File: src/tc_params.svh
/*
 * Board constants for the sprite and colour path. Include this file in any
 * module that sizes the sprite list or line buffer or decodes the download map.
 */
`ifndef TC_PARAMS_SVH
`define TC_PARAMS_SVH

// sprite list and line geometry
`define TC_SPRITES    64
`define TC_LINE_W     256
`define TC_SPR_SIZE   16

// coordinate decode of the sprite RAM bytes
`define TC_Y_BASE     8'd240
`define TC_X_BIAS     9'd128

// download map, all ROMs come in on one index
`define TC_ROM_INDEX  8'd0
`define TC_GFX_BASE   25'h050000
`define TC_GFX_END    25'h05FFFF
`define TC_PROM_R     25'h07E000
`define TC_PROM_G     25'h07E100
`define TC_PROM_B     25'h07E200
`define TC_PROM_S     25'h07E300
`define TC_PROM_U     25'h07E400

`endif

File: src/dp_table.sv
/*
 * Simple dual-port table, one write port and one registered read port.
 * Holds the sprite list and the sprite line buffer.
 */
`default_nettype none
`timescale 1ns/1ps

module dp_table #(
    parameter int  DEPTH     = 256,
    parameter type payload_t = logic [7:0]
) (
    input  wire                      clk_sys,
    input  wire                      wr,
    input  wire [$clog2(DEPTH)-1:0]  wr_addr,
    input  wire payload_t            wr_data,
    input  wire [$clog2(DEPTH)-1:0]  rd_addr,
    output payload_t                 rd_data
);

    payload_t mem [DEPTH];

    // read data follows the address by one cycle
    always_ff @(posedge clk_sys) begin
        if (wr) begin
            mem[wr_addr] <= wr_data;
        end
        rd_data <= mem[rd_addr];
    end

endmodule

`default_nettype wire

File: config.mk
export PLATFORM = sky130hd
export DESIGN_NAME = dp_table
export DESIGN_NICKNAME = d
export VERILOG_FILES = /design/src/tc_params.svh /design/src/dp_table.sv
export SDC_FILE = /design/constraint.sdc
export NUM_CORES = 2
export LEC_CHECK = 0
export BUFFER_PORTS_ARGS = -buffer_cell sky130_fd_sc_hd__clkbuf_2
export CORE_MARGIN = 2
export CORE_UTILIZATION = 55
export DETAILED_ROUTE_END_ITERATION = 8
export PLACE_DENSITY = 0.79
export SLEW_MARGIN = 10
export SYNTH_ARGS = -nofsm -noshare
export SYNTH_HDL_FRONTEND = slang
export SYNTH_SLANG_ARGS = --single-unit
File: constraint.sdc
create_clock -name clk_sys -period 2.7 [get_ports clk_sys]
set_clock_uncertainty 0.2 [all_clocks]
set_input_delay 0.405 -clock clk_sys [delete_from_list [all_inputs] [get_ports clk_sys]]
set_output_delay 0.405 -clock clk_sys [all_outputs]
set_load 0.005 [all_outputs]
Yosys cells after proc, flatten, opt, wreduce, memory -nomap -nowiden:

Memory sizes are Yosys's and may differ from the RTL's. A register that Yosys moved wholly into a read port is not among the register bits.
Cells that the tools add are included.

* word-level logic and storage cells: 3
* output and inout port bits: 8
* bits in writable memories: 2048
* register bits: 0
* memories kept: 1
* bits in latches: 0
* bits in read-only memories: 0

* reduce and logical (&&, ||, !) cells: 0
* magnitude comparators: 0
* bitwise gates (word level): 0
* div/mod/pow operators: 0
* add/subtract/negate cells: 0
* multipliers: 0
* eq/ne operators: 0
* mux-type cells: 2
* shift-type cells: 0

Memories
* mem: words 256, bits a word 8, read ports 1, clocked after Yosys merged registers in 1, write ports 1, line dp_table.sv:20 `payload_t mem [DEPTH];`

Operators by type and width (count)
* 1-bit 2-to-1 mux: 2

Logic depth before layout (Yosys ltp):

* word-level depth: 2
* mapped depth: 11

Worst setup path before layout:

No wires, ideal clock.

* path kind: in2reg
* from: input port rd_addr[0]
* to: register rd_data[2] (netlist bit), read port of mem
* path slack: 157 ps
* setup time: 131 ps
* required time: 2369 ps
* path buffers: 4
* stages on the path: 9
* arrival time: 2212 ps
* cell sequence: buf_6 > buf_12 > buf_8 > buf_2 > mux4_2 > a22oi_1 > a21oi_1 > nor4_1 > nor4_2

RTL lines
* start: declaration: line dp_table.sv:16 `input wire [$clog2(DEPTH)-1:0] rd_addr,`
* end: declaration: line dp_table.sv:17 `output payload_t rd_data`

==> results.cfg <==
[routing]
wl_per_cell_um = 32.1
drt-total-wl_um = 209000
firstDrtPassIters = 9
vias = 43300
drc_errors = 4
drt_iter0_drc = 6696
viasPerCell = 6.64
ant_nets = 0

[synthesis]
synth_fp_nets = 3759
synth_top_area_share = 0.773
synth_area_um2 = 79600
synth-main-ff-cell = edfxtp_1
synth-edff-count = 2048
ys_seq_area_frac = 0.775
syn_inst = 3733
ys_seq_elements = 2056
synthTopCellsByCount = 2048 x edfxtp_1, 454 x mux4_2, 282 x nor2_1
async_reset_ff_frac = 0
yosysWarnings = 0
synth_most_common_cell = edfxtp_1
avgSynthCellArea_um2 = 21.3
synth_cell_types = 55
yosys-top-cells-area = edfxtp_1 77%, mux4_2 13%, mux2i_1 1.7%
synth_area_leader_cell = edfxtp_1

[power_and_ir_drop]
ir_drop_mv = 0.823
switching_share = 0.216
power.switching_w = 0.0143
pwr-share-clk = 0.410
p_seq_frac = 0.533
intPower_w = 0.0519
power.density_nw_per_um2 = 707
p_leak_nw = 30.5
power_frac_comb = 0.057
power_w = 0.0661

[cts]
cts.clk_slew.worst_paths_ps = 70
cts_setup_buffers = 0
cts_root_buf = clkbuf_16
h-tree-depth = 4
cts_made_buffers = 191
cts_buffer_depth = 3
clock_latency_ps = 860
cts.sinks = 2056
cts_tree = yes

[min_path]
holdPathStages = 4
holdPathEnd = mem[167][6]
min_from = wr_addr[1]
min_path_type = in -> reg

[placement]
placed_cells = 6148
portBuffers = 33
place_area_um2 = 87200
dpl_worst_slack_ps = -1200
finalWeightedCongestion = 0.895
hpwl_um = 129000

[worst_setup_path]
reg2reg_to = rd_data[2]
reg2reg_depth = 6
cp-start-kind = primary input
required_ps = 3240
crit_type = in -> reg
crit_top_cell = buf_12
r2r_slack_ps = 70
timing.rr.start = mem[87][2]
crit_arrival_ps = 3210
crit_chain = buf_8, buf_12, buf_12, buf_12, mux4_2, nor2b_1, a211oi_1, nor2_1, nor4_4, buf_4, nor4_2
path_max_fanout = 23
slowest_stage = mux4_2
cpPeakStageDelay_ps = 500
endpoint_kind = flop

[sta]
setup_viol = 0
rsz0062_at_grt = no
timing.final.crit_share = 0.989
fmax_ghz = 0.375
fin_ws_ps = 29.8
hold_slack_ps = 171
hold_viol = 0
max-slew-margin-rel = 0.483
worst_pin_slew_ps = 756
layout_min_cycle_time_ps = 2670
drv_slew = 0

[floorplanning]
core_um2 = 144000
die_area_um2 = 148000
dieWidth_um = 384
start_util = 0.554
io_pins = 34
die_height_um = 384
row_count = 139

[run_status]
violations = design-rule violations
status = finished with violations

[job]
cap_violations = 0

[global_routing]
grt_pass1_wl_um = 302000
globalRouteOverflowTotal = 0
track_usage = 0.285
antenna_found_initial = 12
grt_max_degree = 92
grt_pass1_vias = 43800

[final_layout]
nets = 4472
finalInstanceArea_um2 = 93600
stdcell_count = 6516
drive_gt1_frac = 0.327
areaGrowthSynthToFinish_pct = 17.7
cell families (layout without fill, tap and decap cells):
group           Yosys count  after routing  synth area share
buf+inv                 235           1114            0.0183
mux                     591            591             0.146
other cells               0              1                 0
flops                  2056           2056             0.775
compound gates          385            385            0.0342
simple gates            466            466            0.0263
timing repair:
| item | in CTS | in global routing |
|---|---|---|
| hold buffers | 8 | 0 |
| endpoints found under the setup margin | 3 | 3 |
| endpoints found under the hold margin | 216 | 0 |
| resized for setup | 5 | 3 |
flip-flops by register name, summed over array words and instances, names as in the netlist:
register,flops
mem,2048
rd_data,8
per-layer routing:
layer / routed length [um] / part of all wire / up-vias / GRT usage
met2: 100000 / 0.48 / 3351 / 0.448
li1: - / - / 17100 / -
met5: 137 / 0.00066 / - / 0
met4: 10800 / 0.052 / 20 / 0.136
met1: 71600 / 0.34 / 22200 / 0.380
met3: 26200 / 0.13 / 620 / 0.0701
how the worst max path moves through the flow:
stage,startpoint,endpoint,slack (ps),cells past startpoint
2_1_floorplan,rd_addr[0],rd_data[2],160,9
3_3_place_gp,rd_addr[0],rd_data[0],-1180,11
3_5_place_dp,rd_addr[0],rd_data[0],-1200,11
4_1_cts,mem[155][6],rd_data[6],30,6
5_1_grt,mem[162][1],rd_data[1],9,9
6_report,rd_addr[0],rd_data[0],30,11
cells in the final DEF (no fill, tap or decap), types with 15 or more instances in the layout:
cell,n
clkbuf_2,21
clkinv_1,39
buf_4,629
nor2b_1,28
clkbuf_1,37
bufinv_16,21
clkinv_2,45
o22ai_1,28
nor2_1,279
edfxtp_1,2048
a22oi_1,132
mux2i_1,134
buf_12,84
a21oi_1,96
nand2_1,33
clkbuf_16,191
nor3_1,21
mux4_2,454
a211oi_1,15
o221ai_1,46
nand3_1,34
nor4_1,20
power groups by stage:
stage,Combinational (W),Sequential (W),Clock [W]
floorplan,0.00171,0.0359,0
global placement,0.00354,0.0359,0
detailed placement,0.00363,0.0359,0
CTS,0.00372,0.0352,0.0273
global route,0.00390,0.0352,0.0284
finish,0.00377,0.0353,0.0271
per-stage QoR:
stage                     TNS, ps  utilization
after global routing            0        0.652
after detailed placement    -6110        0.607
after CTS                       0        0.651
after global placement      -5670        0.607
after floorplan                 0            -
final                           0        0.652
layout make-up:
type	count	area (um^2)
multi-input cells	1442	16500
well taps	1903	2380
clock inverters	129	1340
flip-flops and latches	2056	61700
clock buffers	230	4950
diodes	1	2.50
inverters	2	7.51
fillers	8776	50100
repair buffers	753	6730
worst max-delay path, delay by kind of cell:
kind | cells | cell delay, ps
compound gates | 1 | 340
buf+inv | 5 | 1080
mux | 1 | 500
simple gates | 4 | 820
Note: power is estimated with default switching activity, not from simulation.
