<file path="config.mk">
export PLATFORM = sky130hd
export DESIGN_NAME = rom_loader
export DESIGN_NICKNAME = d
export VERILOG_FILES = /design/src/rom_loader.sv
export VERILOG_INCLUDE_DIRS = /design/src
export SDC_FILE = /design/constraint.sdc
export NUM_CORES = 1
export LEC_CHECK = 0
export ABC_AREA = 1
export BUFFER_PORTS_ARGS = -buffer_cell sky130_fd_sc_hd__buf_2
export CORE_AREA = 2 2 39 41
export CTS_CLUSTER_DIAMETER = 150
export DETAILED_ROUTE_END_ITERATION = 7
export DIE_AREA = 0 0 41 43
export SLEW_MARGIN = 20
export SYNTH_ARGS = -nofsm -noshare
export SYNTH_HDL_FRONTEND = slang
export SYNTH_SLANG_ARGS = --single-unit
</file>
<file path="constraint.sdc">
create_clock -name clk_sys -period 1.79 [get_ports clk_sys]
set_input_delay 0.537 -clock clk_sys [delete_from_list [all_inputs] [get_ports clk_sys]]
set_output_delay 0.537 -clock clk_sys [all_outputs]
set_load 0.05 [all_outputs]
</file>
<file path="src/tc_params.svh">
/*
 * Board constants for the sprite and colour path. Include this file in any
 * module that sizes the sprite list or line buffer or decodes the download map.
 */
`ifndef TC_PARAMS_SVH
`define TC_PARAMS_SVH

// sprite list and line geometry
`define TC_SPRITES    64
`define TC_LINE_W     256
`define TC_SPR_SIZE   16

// coordinate decode of the sprite RAM bytes
`define TC_Y_BASE     8'd240
`define TC_X_BIAS     9'd128

// download map, all ROMs come in on one index
`define TC_ROM_INDEX  8'd0
`define TC_GFX_BASE   25'h050000
`define TC_GFX_END    25'h05FFFF
`define TC_PROM_R     25'h07E000
`define TC_PROM_G     25'h07E100
`define TC_PROM_B     25'h07E200
`define TC_PROM_S     25'h07E300
`define TC_PROM_U     25'h07E400

`endif

</file>
<file path="src/rom_loader.sv">
/*
 * Download decoder. Turns the download strobe into write strobes for the
 * sprite graphics ROM and the five colour PROMs, and flags a running ROM load.
 */
`default_nettype none
`timescale 1ns/1ps
`include "tc_params.svh"

module rom_loader (
    input  wire        clk_sys,
    input  wire        dl_active,
    input  wire [7:0]  dl_index,
    input  wire        dl_wr,
    input  wire [24:0] dl_addr,
    output logic       busy,
    output logic       gfx_wr,
    output logic       prom_r_wr,
    output logic       prom_g_wr,
    output logic       prom_b_wr,
    output logic       prom_s_wr,
    output logic       prom_u_wr
);

    logic rom_dl;
    logic rom_wr;

    // each PROM region is 256 bytes
    function automatic logic in_prom(input logic [24:0] addr, input logic [24:0] base);
        return (addr >= base) && (addr < base + 25'h100);
    endfunction

    assign rom_dl = dl_active && (dl_index == `TC_ROM_INDEX);
    assign rom_wr = rom_dl && dl_wr;

    assign gfx_wr    = rom_wr && (dl_addr >= `TC_GFX_BASE) && (dl_addr <= `TC_GFX_END);
    assign prom_r_wr = rom_wr && in_prom(dl_addr, `TC_PROM_R);
    assign prom_g_wr = rom_wr && in_prom(dl_addr, `TC_PROM_G);
    assign prom_b_wr = rom_wr && in_prom(dl_addr, `TC_PROM_B);
    assign prom_s_wr = rom_wr && in_prom(dl_addr, `TC_PROM_S);
    assign prom_u_wr = rom_wr && in_prom(dl_addr, `TC_PROM_U);

    // renderer stays idle while ROM data is half loaded
    always_ff @(posedge clk_sys) begin
        busy <= rom_dl;
    end

endmodule

`default_nettype wire

</file>
# Yosys cells after proc, flatten, opt, wreduce, memory -nomap -nowiden
# Cells that the tools add are included.
# totals
register_bits,1
latch_bits,0
ramBits,0
romBits,0
inputBits,36
output_inout_bits,7
wordCells,28
memories,0
# classes
n_addsub,0
mul,0
n_div,0
n_lt_le_gt_ge,12
n_eq_ne,0
shifts,0
muxes,0
n_bitwise,0
n_reduce_logical,15
# op_table
op,n
$ge 25x19->1 const B,6
$lt 25x19->1 const B,5
$le 25x19->1 const B,1
$logic_and 1x1->1,14
$logic_not 8->1,1

# Longest topological paths before layout
# logic_depth
word_depth,5
depth_mapped,9
ltp_nobuf,9

# Worst setup path after synthesis
# OpenSTA, ideal clock, no wires.
# synth_timing
path_type,input to output
startpoint,input port dl_addr[24]
endpoint,output port prom_g_wr
arrival_time_ns,2.051
required_time_ns,1.253
setup_slack_ns,-0.798
cell_stages,5
n_path_buf,0
path_cell_list,nor2_1 inv_1 nor2_4 nand3b_1 nor3_1
# synth_via
elab_chain_len,3
word_cells_on_any_way,4
# synth_lines
item,line_no,source
from (decl),rom_loader.sv:14,"input wire [24:0] dl_addr,"
$ge 25x19->1 / $lt 25x19->1 (equally long branches),rom_loader.sv:29,return (addr >= base) && (addr < base + 25'h100);
$logic_and 1x1->1 (*),rom_loader.sv:29,
$logic_and 1x1->1 (*),rom_loader.sv:37,"assign prom_g_wr = rom_wr && in_prom(dl_addr, `TC_PROM_G);"
to (decl),rom_loader.sv:18,"output logic prom_g_wr,"
# Mark *: on every way between the ends. The rest lies on a longest branch, timed or not.

# Worst setup path in the final report
# layout_timing
startpoint,input port dl_addr[20]
endpoint,output port prom_r_wr
# layout_via
elab_chain_len,3
word_cells_on_any_way,4
# layout_lines
item,line_no,source
$ge 25x19->1 / $lt 25x19->1 (equally long branches),rom_loader.sv:29,
$logic_and 1x1->1 (*),rom_loader.sv:29,
$logic_and 1x1->1 (*),rom_loader.sv:36,"assign prom_r_wr = rom_wr && in_prom(dl_addr, `TC_PROM_R);"
to (decl),rom_loader.sv:17,"output logic prom_r_wr,"
# Marked as above.

==> impl_metrics.json <==
{
  "status": "finished with violations",
  "violations": "negative setup slack",
  "drtIter0Drc": 1,
  "std_cell_rows": 14,
  "grt_start_max_net_pins": 5,
  "portBuffers": 34,
  "synthXorXnorAreaFrac": 0,
  "synth_top_area_share": 0.152,
  "powerDensity_nw_per_um2": 151,
  "layout_common_cells": "18 x buf_2, 14 x buf_6, 12 x nor2_4, 7 x inv_1",
  "drtAntennaViolNets": 0,
  "slew_viol_final": 0,
  "initial_core_util": 0.214,
  "clk_pin_slew_ps": 0,
  "relSlewSlack": 0.823,
  "syn_area_um2": 297,
  "finalSetupViolations": 6,
  "synth.area.top_cells": "inv_1 15%, nor2_4 15%, nand2_1 13%",
  "drive_gt1_frac": 0.755,
  "syn_to_final_growth_pct": 161,
  "cap_viol_max_count": 0,
  "wl_per_cell_um": 8.64,
  "cp_top_family": "simple AND/OR/NAND/NOR gates",
  "fin_cells": 110,
  "reg_top3": "busy x1",
  "rsz0062_at_grt": "yes",
  "power.total_mw": 0.117,
  "grt_pass1_wl_um": 1640,
  "worstSetupStartpointType": "primary input",
  "post-dp-hpwl_um": 785,
  "worstMarginPinSlew_ps": 263,
  "period_minus_slack_ps": 2060,
  "hold_viol": 0,
  "synth-adder-area-share": 0,
  "final_common_cell": "buf_2",
  "yosysUniqueCellTypes": 16,
  "post_cts_buffers": 0,
  "num_vias": 480,
  "irDropWorstVdd_mv": 0.0791,
  "place_congestion": 0.705,
  "synth-seq-cells": 1,
  "yosysTopAreaCell": "inv_1",
  "synthMuxAreaShare": 0,
  "viasPerCell": 4.36,
  "crit_required_ps": 1250,
  "hold_buffers": 0,
  "path_buf_inv": 2,
  "die-area_um2": 1760,
  "worstSetupPathType": "in2out",
  "dp.cells": 110,
  "crit_path_top_delay_cell": "nor3_4",
  "coreArea_um2": 1380,
  "syn_area_per_cell_um2": 5.30,
  "track_usage": 0.122,
  "post-route-util": 0.559,
  "ioPinCount": 43,
  "leakage_nw": 0.363,
  "yosys_warnings": 0,
  "first_pass_iters": 4,
  "nets": 132,
  "synth_compound_area_frac": 0,
  "antenna_cells": 0,
  "drc": 0,
  "dieWidth_um": 41,
  "wl_um": 950,
  "antenna_found_initial": 0,
  "largest_reg_flops": 1,
  "cpPeakStageDelay_ps": 210,
  "fin_ws_ps": -270,
  "die_h_um": 43,
  "multi_input_area_um2": 358,
  "fin_crit_sh": 1.15,
  "grt-ovfl-total": 0,
  "grt_pass1_vias": 453,
  "cp_data_arrival_time_ps": 1520,
  "crit_chain": "buf_6 > nor2_4 > nand2_2 > nor2_4 > nand3b_1 > nor3_4 > buf_6",
  "cp-end-kind": "primary output",
  "synth-seq-area-share": 0.0675,
  "syn_nets": 92,
  "synth_top_family_by_area": "simple AND/OR/NAND/NOR gates",
  "yosys.area_share.simple": 0.755,
  "syn_inst": 56,
  "hold_slack_ps": 817,
  "fillCellCount": 141,
  "place_ws_ps": -393,
  "hp-class": "in2reg",
  "regMostFlops": "busy",
  "crit_fanout": 4,
  "seq_area_um2": 20.0,
  "clock.fmax_mhz": 485
}
## report_power, final
part	internal (mW)	switching (mW)	leakage [nW]
registers	0.0228	0.00000709	0.00805
clock network	0	0	0
logic	0.0524	0.0415	0.355
total	0.0752	0.0415	0.363
## per-layer routing
layer | vias up | global-route usage | share of wire
met5 | - | 0 | 0
met4 | 0 | 0 | 0
met3 | 0 | 0 | 0.066
met2 | 15 | 0.234 | 0.57
met1 | 215 | 0.149 | 0.37
li1 | 250 | - | -
## final cells by class
class / count / area share
Timing Repair Buffer: 38 / 0.408
Tap cell: 16 / 0.0259
Inverter: 14 / 0.0777
Multi-Input combinational cell: 41 / 0.463
Sequential cell: 1 / 0.0259
## worst paths after layout
kind   startpoint         to  slack [ps]  cells after the start
max   dl_addr[20]  prom_r_wr        -270                      7
min   dl_index[5]       busy         820                      4
## per-stage QoR
step / instance area [um2] / TNS (ps)
floorplan: 397 / -731
global placement: 617 / -2080
detailed placement: 617 / -2110
CTS: 746 / -1450
global route: 773 / -1760
finish: 773 / -1300
## repair_timing
action	in CTS	in global routing
setup endpoints to repair	6	6
gates resized for setup	33	5
pin swaps	23	6
## logic make-up (layout without fill, tap and decap cells)
logic type             Yosys count  in the layout
and+or+nand+nor                 41             41
buffers and inverters           14             52
DFF                              1              1
## synthesized netlist by cell type (all sizes together)
master  instances
nand3           5
nand4           3
nor3b           1
clkinv          1
nor2           16
nor3            3
nand3b          1
nand2          11
inv            13
nor4            1
dfxtp           1
Note: power is estimated with default switching activity, not from simulation.
