**src/tc_params.svh**
```systemverilog
/*
 * Board constants for the sprite and colour path. Include this file in any
 * module that sizes the sprite list or line buffer or decodes the download map.
 */
`ifndef TC_PARAMS_SVH
`define TC_PARAMS_SVH

// sprite list and line geometry
`define TC_SPRITES    64
`define TC_LINE_W     256
`define TC_SPR_SIZE   16

// coordinate decode of the sprite RAM bytes
`define TC_Y_BASE     8'd240
`define TC_X_BIAS     9'd128

// download map, all ROMs come in on one index
`define TC_ROM_INDEX  8'd0
`define TC_GFX_BASE   25'h050000
`define TC_GFX_END    25'h05FFFF
`define TC_PROM_R     25'h07E000
`define TC_PROM_G     25'h07E100
`define TC_PROM_B     25'h07E200
`define TC_PROM_S     25'h07E300
`define TC_PROM_U     25'h07E400

`endif

```
**src/tc_pkg.sv**
```systemverilog
/*
 * Shared types of the sprite and colour path: decoded sprite entries,
 * line-buffer pixels, palette indices and output colour.
 */
`default_nettype none

package tc_pkg;

    // one decoded sprite list entry
    typedef struct packed {
        logic [8:0] tile;
        logic [8:0] x;
        logic [7:0] y;
        logic [3:0] colour;
        logic       flip_x;
        logic       flip_y;
    } spr_attr_t;

    // line buffer entry, all zero means no sprite
    typedef struct packed {
        logic [3:0] bank;
        logic [3:0] colour;
        logic [3:0] pen;
    } spr_pix_t;

    typedef logic [7:0] pal_idx_t;

    typedef struct packed {
        logic [3:0] r;
        logic [3:0] g;
        logic [3:0] b;
    } rgb_t;

endpackage

`default_nettype wire
```
**src/sprite_list_copy.sv**
```systemverilog
/*
 * CPU sprite RAM and the vblank copy engine. On each vblank rise the 64
 * four-byte entries are decoded and written into the private sprite list.
 */
`default_nettype none
`timescale 1ns/1ps
`include "tc_params.svh"

module sprite_list_copy (
    input  wire               clk_sys,
    input  wire               reset,
    input  wire               spr_wr,
    input  wire [7:0]         spr_addr,
    input  wire [7:0]         spr_data,
    input  wire               vblank,
    output logic              list_wr,
    output logic [5:0]        list_addr,
    output tc_pkg::spr_attr_t list_data
);

    logic [7:0] spr_ram [256];
    logic [7:0] rd_byte;
    logic       vblank_q;
    logic       copying;
    logic [2:0] step;
    logic [5:0] entry;

    assign list_addr = entry;

    // CPU writes land at once, the sequencer reads byte {entry, step}
    always_ff @(posedge clk_sys) begin
        if (spr_wr) begin
            spr_ram[spr_addr] <= spr_data;
        end
        rd_byte <= spr_ram[{entry, step[1:0]}];
    end

    // ==============================
    // copy sequencer, 7 cycles per entry
    // ==============================
    always_ff @(posedge clk_sys) begin
        if (reset) begin
            vblank_q <= 1'b0;
            copying  <= 1'b0;
            step     <= '0;
            entry    <= '0;
            list_wr  <= 1'b0;
        end else begin
            vblank_q <= vblank;
            list_wr  <= 1'b0;
            if (vblank && !vblank_q) begin
                // a new edge restarts from entry 0
                copying <= 1'b1;
                step    <= '0;
                entry   <= '0;
            end else if (copying) begin
                step <= step + 3'd1;
                case (step)
                    3'd5: begin
                        list_wr <= 1'b1;
                    end
                    3'd6: begin
                        step <= '0;
                        if (entry == 6'(`TC_SPRITES - 1)) begin
                            copying <= 1'b0;
                        end else begin
                            entry <= entry + 6'd1;
                        end
                    end
                    default: begin
                    end
                endcase
            end
        end
    end

    // field decode, byte k shows up at step k+1
    always_ff @(posedge clk_sys) begin
        case (step)
            3'd1: begin
                list_data.y <= `TC_Y_BASE - rd_byte;
            end
            3'd2: begin
                list_data.tile[7:0] <= rd_byte;
            end
            3'd3: begin
                // x high bit parked here until byte 3 arrives
                list_data.x[8]    <= rd_byte[0];
                list_data.tile[8] <= rd_byte[1];
                list_data.flip_x  <= rd_byte[2];
                list_data.flip_y  <= rd_byte[3];
                list_data.colour  <= rd_byte[7:4];
            end
            3'd4: begin
                list_data.x <= {list_data.x[8], rd_byte} - `TC_X_BIAS;
            end
            default: begin
            end
        endcase
    end

endmodule

`default_nettype wire

```
**config.mk**
```make
export PLATFORM = sky130hd
export DESIGN_NAME = sprite_list_copy
export DESIGN_NICKNAME = d
export VERILOG_FILES = /design/src/tc_pkg.sv /design/src/sprite_list_copy.sv
export VERILOG_INCLUDE_DIRS = /design/src
export SDC_FILE = /design/constraint.sdc
export NUM_CORES = 2
export LEC_CHECK = 0
export ABC_AREA = 0
export BUFFER_PORTS_ARGS = -buffer_cell sky130_fd_sc_hd__buf_4
export CAP_MARGIN = 20
export CORE_MARGIN = 3
export CORE_UTILIZATION = 40
export DETAILED_ROUTE_END_ITERATION = 16
export PLACE_DENSITY_LB_ADDON = 0.12
export SLEW_MARGIN = 20
export SYNTH_ARGS = -nofsm -noshare
export SYNTH_HDL_FRONTEND = slang
export SYNTH_SLANG_ARGS = --single-unit
export TNS_END_PERCENT = 50
```
**constraint.sdc**
```tcl
create_clock -name clk_sys -period 3.35 [get_ports clk_sys]
set_input_delay 0.335 -clock clk_sys [delete_from_list [all_inputs] [get_ports clk_sys]]
set_output_delay 0.335 -clock clk_sys [all_outputs]
set_load 0.02 [all_outputs]
```
# After elaboration in Yosys (flattened, before gate mapping)
# Memory sizes are Yosys's and may differ from the RTL's. A register that Yosys moved wholly into a read port is not among the register bits.
# Cells that the tools add are included.
[op_classes] n_reduce_logical=6 eq_ne=7 muxes=9 addsub=4 n_bitwise=2
[op_table] op="3-bit equality test (second input constant)" n=3
[op_table] op="9-bit by 8-bit subtractor with 9-bit output (second input constant)" n=1
[op_table] op="8-bit subtractor (first input constant)" n=1
[op_table] op="1-bit 2-to-1 mux" n=7
[op_table] op="6-bit by 1-bit adder with 6-bit output (second input constant)" n=1
[op_table] op="3-bit by 2-bit equality test with 1-bit output (second input constant)" n=2
[op_table] op="6-bit equality test (second input constant)" n=1
[op_table] op="3-bit by 1-bit adder with 3-bit output (second input constant)" n=1
[op_table] op="3-bit by 1-bit equality test with 1-bit output (second input constant)" n=1
[op_table] op="3-bit 2-to-1 mux" n=1
[op_table] op="3-bit AND reduction" n=1
[op_table] op="3-bit OR reduction" n=1
[op_table] op="1-bit inverter" n=2
[op_table] op="1-bit case mux with 2 select lines" n=1
[op_table] op="2-bit nonzero test" n=1
[op_table] op="2-bit OR reduction" n=1
[op_table] op="1-bit logical AND" n=1
[op_table] op="1-bit zero test" n=1
[word_totals] n_memories=1 ff_bits=44 out_inout_bits=39 ramBits=2048 inputBits=20
[mem_list] memory="spr_ram" depth=256 word_bits=8 rd=1 rd_clocked_by_memory_dff=1 wr=1 line="sprite_list_copy.sv:21" text="logic [7:0] spr_ram [256];"

# Depth between registers and ports, before layout
[logic_depth] word_depth=5 mapped_depth=12 ltp_nobuf=6

# Least setup slack after synthesis
# Ideal clock, no wire load.
[synth_path] kind="reg-to-reg" start="register step[0]" end="register list_data[22] (netlist name) (enable)" path_slack_ns=0.726 stages_incl_launch_ff=10 t_arrival_ns=2.330 n_path_buf=7 cell_sequence="dfxtp_1 -> buf_6 -> buf_6 -> buf_6 -> buf_4 -> buf_6 -> buf_4 -> buf_2 -> nor3_1 -> a21o_1"
[synth_via] elab_chain_len=2
[synth_rtl] item="start: declaration" line="sprite_list_copy.sv:25" text="logic [2:0] step;"
[synth_rtl] item="start signal: assignment" line="sprite_list_copy.sv:57" text="step <= step + 3'd1;"
[synth_rtl] item="3-bit equality test or 3-bit by 2-bit equality test with 1-bit output (tied branches)" line="sprite_list_copy.sv:79" text="case (step)"
[synth_rtl] item="2-bit nonzero test (no line) (*)"
[synth_rtl] item="end: declaration" line="sprite_list_copy.sv:18" text="output tc_pkg::spr_attr_t list_data"
# Every way passes the cells marked *; elsewhere a longest branch is shown, timed or not.
# A chain may end at the register's enable or synchronous reset.

==> flow_results.xml <==
<?xml version="1.0" encoding="UTF-8"?>
<metrics>
  <group name="timing">
    <metric name="timing_max_transition_violations_final" unit="">0</metric>
    <metric name="setup-tns-final" unit="ns">0</metric>
    <metric name="finalSetupViolations" unit="">0</metric>
    <metric name="post-route-period-util" unit="">0.981</metric>
    <metric name="timing.slew.headroom" unit="">0.273</metric>
    <metric name="hold_viol" unit="">0</metric>
    <metric name="clock_skew" unit="ns">0.0427</metric>
    <metric name="period_needed" unit="ns">3.29</metric>
    <metric name="hold_ws" unit="ns">0.0846</metric>
    <metric name="rsz0062_at_grt" unit="">no</metric>
    <metric name="fin_ws" unit="ns">0.0638</metric>
    <metric name="tightestPinTransition" unit="ns">1.08</metric>
    <metric name="fmax" unit="MHz">304</metric>
  </group>
  <group name="layout">
    <metric name="area_growth" unit="%">18.0</metric>
    <metric name="nNetsFinal" unit="">4514</metric>
    <metric name="layout.cells.most_common" unit="">edfxtp_1</metric>
    <metric name="final_cell_mix" unit="">edfxtp_1 (2080), buf_4 (531), mux4_2 (445)</metric>
    <metric name="fillerInstances" unit="">16700</metric>
    <metric name="final_layout_size_suffix_gt1_frac" unit="">0.300</metric>
  </group>
  <group name="clock_tree">
    <metric name="cts_made_buffers" unit="">212</metric>
    <metric name="clk_pin_slew" unit="ns">0.06</metric>
    <metric name="cts.sinks" unit="">2100</metric>
    <metric name="cts_root_buffer" unit="">clkbuf_16</metric>
    <metric name="cts.htree.levels" unit="">4</metric>
    <metric name="cts_tree" unit="">yes</metric>
    <metric name="max-clock-path-buffers" unit="">3</metric>
    <metric name="worst_skew_pair.late_latency" unit="ns">0.86</metric>
  </group>
  <group name="floorplan">
    <metric name="io_pins" unit="">59</metric>
    <metric name="initial_utilization" unit="">0.405</metric>
    <metric name="design.die.area" unit="sq um">209000</metric>
    <metric name="placementRows" unit="">164</metric>
    <metric name="floorplan.core_area" unit="sq um">201000</metric>
    <metric name="fp.dieW" unit="um">457</metric>
    <metric name="die_height" unit="um">457</metric>
  </group>
  <group name="run">
    <metric name="max-cap-violations" unit="">0</metric>
  </group>
  <group name="global_route">
    <metric name="grt_usage" unit="">0.217</metric>
    <metric name="grt.overflow.total" unit="">0</metric>
    <metric name="wire_length_of_the_first_global_routing_pass" unit="um">322000</metric>
    <metric name="grt_start_max_net_pins" unit="">116</metric>
    <metric name="via_count_of_the_first_global_routing_pass" unit="">42000</metric>
    <metric name="antenna_violations_before_repair" unit="">14</metric>
  </group>
  <group name="critical_path">
    <metric name="critical-path-max-stage-delay" unit="ns">0.75</metric>
    <metric name="r2r_setup_slack" unit="ns">0.06</metric>
    <metric name="end_of_the_worst_register_to_register_path" unit="">rd_byte[0]$_DFF_P_</metric>
    <metric name="crit_type" unit="">reg2reg</metric>
    <metric name="critPathArrivalTime" unit="ns">4.08</metric>
    <metric name="r2r_cells" unit="">10</metric>
    <metric name="cp_slowest_cell" unit="">a221oi_1</metric>
    <metric name="path_max_fanout" unit="">11</metric>
    <metric name="critical_path.endpoint_type" unit="">register</metric>
    <metric name="worst-endpoint-required" unit="ns">4.14</metric>
    <metric name="startpoint" unit="">step[0]$_SDFFE_PP0P_</metric>
    <metric name="critical_path.cell_chain" unit="">buf_12 -&gt; buf_4 -&gt; buf_12 -&gt; nand2b_1 -&gt; buf_4 -&gt; o22ai_1 -&gt; a2111oi_0 -&gt; a2111oi_2 -&gt; a221oi_1 -&gt; a31o_1</metric>
    <metric name="timing.critical_path.from_type" unit="">register</metric>
    <metric name="timing.rr.start" unit="">step[0]$_SDFFE_PP0P_</metric>
  </group>
  <group name="power_and_ir_drop">
    <metric name="cellPowerDensity" unit="nW/um^2">570</metric>
    <metric name="comb_power_share" unit="">0.034</metric>
    <metric name="clkPwrFrac" unit="">0.437</metric>
    <metric name="power" unit="mW">54.7</metric>
    <metric name="power.static_leakage" unit="nW">29.6</metric>
    <metric name="power.ir.vdd_worst" unit="V">0.000526</metric>
    <metric name="p_sw_frac" unit="">0.207</metric>
    <metric name="power.switching" unit="mW">11.3</metric>
    <metric name="pwr-share-seq" unit="">0.529</metric>
    <metric name="power_report.internal_total" unit="mW">43.4</metric>
  </group>
  <group name="synthesis">
    <metric name="postSynthCellCount" unit="">3913</metric>
    <metric name="synth-main-ff-cell" unit="">edfxtp_1</metric>
    <metric name="syn_area_per_cell" unit="sq um">20.8</metric>
    <metric name="number_of_enable_type_register_cells_in_the_synthesized_netlist" unit="">2080</metric>
    <metric name="synthesis.area" unit="sq um">81400</metric>
    <metric name="synth_nets" unit="">3936</metric>
    <metric name="seq_area_frac_synth" unit="">0.772</metric>
    <metric name="number_of_flip_flops_and_latches_in_the_synthesized_netlist" unit="">2100</metric>
    <metric name="yosys.cell_types.count" unit="">59</metric>
    <metric name="area_fraction_of_the_dominant_cell_type_after_synthesis" unit="">0.768</metric>
    <metric name="yosysWarningCount" unit="">0</metric>
    <metric name="synth_largest_area_cell" unit="">edfxtp_1</metric>
    <metric name="cell_types_occupying_the_most_area_after_synthesis" unit="">edfxtp_1 (77%), mux4_2 (12%), mux2i_1 (2.3%)</metric>
    <metric name="async_sr_flop_fraction" unit="">0</metric>
  </group>
  <group name="route">
    <metric name="viasPerCell" unit="">5.64</metric>
    <metric name="wirelength" unit="um">228000</metric>
    <metric name="route.antenna.remaining_nets" unit="">0</metric>
    <metric name="wirelength_per_cell" unit="um">31.1</metric>
    <metric name="detail_route.iter0.violations" unit="">4582</metric>
    <metric name="drtPass1Iterations" unit="">6</metric>
    <metric name="drc" unit="">0</metric>
    <metric name="num_vias" unit="">41400</metric>
  </group>
  <group name="placed_design">
    <metric name="routabilityCongestion" unit="">0.827</metric>
    <metric name="detailedPlace.worstSlack" unit="ns">-0.536</metric>
    <metric name="place.port_buffers" unit="">58</metric>
    <metric name="place_hpwl" unit="um">143000</metric>
  </group>
  <group name="worst_hold_path">
    <metric name="hold_start" unit="">spr_data[0]</metric>
    <metric name="hp-class" unit="">in2reg</metric>
    <metric name="worst_hold_path.num_cells" unit="">1</metric>
    <metric name="whs_endpoint" unit="">spr_ram[82][0]$_DFFE_PP_</metric>
  </group>
  <group name="run_status">
    <metric name="status" unit="">completed</metric>
  </group>
</metrics>
## cells in the mapped netlist (15+ instances only)
master     number
dfxtp_1        20
buf_2          73
o2111ai_1      16
nor2_1        305
a22oi_1        67
a221oi_1       24
buf_4          55
a211oi_1       42
mux2_2         17
a21oi_1        33
a22o_1         30
nand2_1        95
nor2b_1        50
mux2i_1       191
nand3_1        39
o21ai_0        29
o22ai_1        26
clkbuf_1       98
edfxtp_1     2080
mux4_2        445
nand4_1        15
## registers in the layout (all words and copies together), names as in the netlist
name       cells
spr_ram     2048
list_data     32
rd_byte        8
list_addr      6
step           3
copying        1
list_wr        1
vblank_q       1
## power by group through the flow
stage	Sequential, mW	Clock, mW	Combinational (mW)
2_1_floorplan	29.5	0	0.831
3_3_place_gp	29.5	0	1.85
3_5_place_dp	29.5	0	1.87
4_1_cts	29.0	24.4	1.91
5_1_grt	29.0	25.4	1.99
6_report	29.0	23.9	1.86
## cell type report
| cell class | count | area, sq um | area share |
|---|---|---|---|
| tap | 2656 | 3320 | 0.0346 |
| multi-input combinational | 1562 | 17300 | 0.180 |
| antenna | 2 | 5.00 | 0.0000521 |
| sequential | 2100 | 62900 | 0.655 |
| clock inverter | 127 | 1470 | 0.0153 |
| timing repair buffer | 609 | 5420 | 0.0564 |
| inverter | 6 | 22.5 | 0.000235 |
| clock buffer | 269 | 5560 | 0.0579 |
## metrics by stage
step           area, sq um  instances  utilization
6_report             96000       7331        0.477
2_1_floorplan        81400       3913            -
3_3_place_gp         88700       6914        0.441
3_5_place_dp         88700       6914        0.441
5_1_grt              96000       7330        0.477
4_1_cts              96000       7329        0.477
## cells by family (layout without fill, tap and decap cells)
family / count (synthesis) / after routing / share of synthesized area
XOR/XNOR: 13 / 13 / 0.00140
multiplexers: 653 / 653 / 0.149
other: 0 / 2 / 0
flip-flops: 2100 / 2100 / 0.772
AO/OA/AOI/OAI: 337 / 337 / 0.0305
buffers and inverters: 251 / 1011 / 0.0163
adder cells (fa/ha/maj): 3 / 3 / 0.000461
AND/OR/NAND/NOR: 556 / 556 / 0.0299
## what timing repair did
item                       CTS  global route
setup buffers               10             0
setup endpoints to repair    6             0
resized for setup            6             0
hold buffers                 9             0
hold endpoints to repair   261             0
## critical path, delay by kind of cell, from the launching register on
family	cells	cell delay, ns
flops	1	0.36
compound gates	5	1.89
simple gates	1	0.21
buf+inv	4	0.72
## metal layers
| metal | track usage | wire [um] | vias to the layer above |
|---|---|---|---|
| met5 | 0 | 13 | - |
| met2 | 0.346 | 109000 | 1391 |
| met1 | 0.312 | 98900 | 22300 |
| met4 | 0.0537 | 5130 | 2 |
| li1 | - | - | 17400 |
| met3 | 0.0371 | 14800 | 281 |
## worst max-delay path by stage
stage | endpoint | slack (ns) | cells after the start
after detailed placement | rd_byte[0]$_DFF_P_ | -0.54 | 9
after floorplan | list_data[22]$_DFFE_PP_ | 0.73 | 9
after global routing | rd_byte[4]$_DFF_P_ | 0.009 | 10
final | rd_byte[0]$_DFF_P_ | 0.06 | 10
after CTS | rd_byte[0]$_DFF_P_ | 0.05 | 10
after global placement | rd_byte[0]$_DFF_P_ | -0.56 | 9
Note: power is estimated with default switching activity, not from simulation.
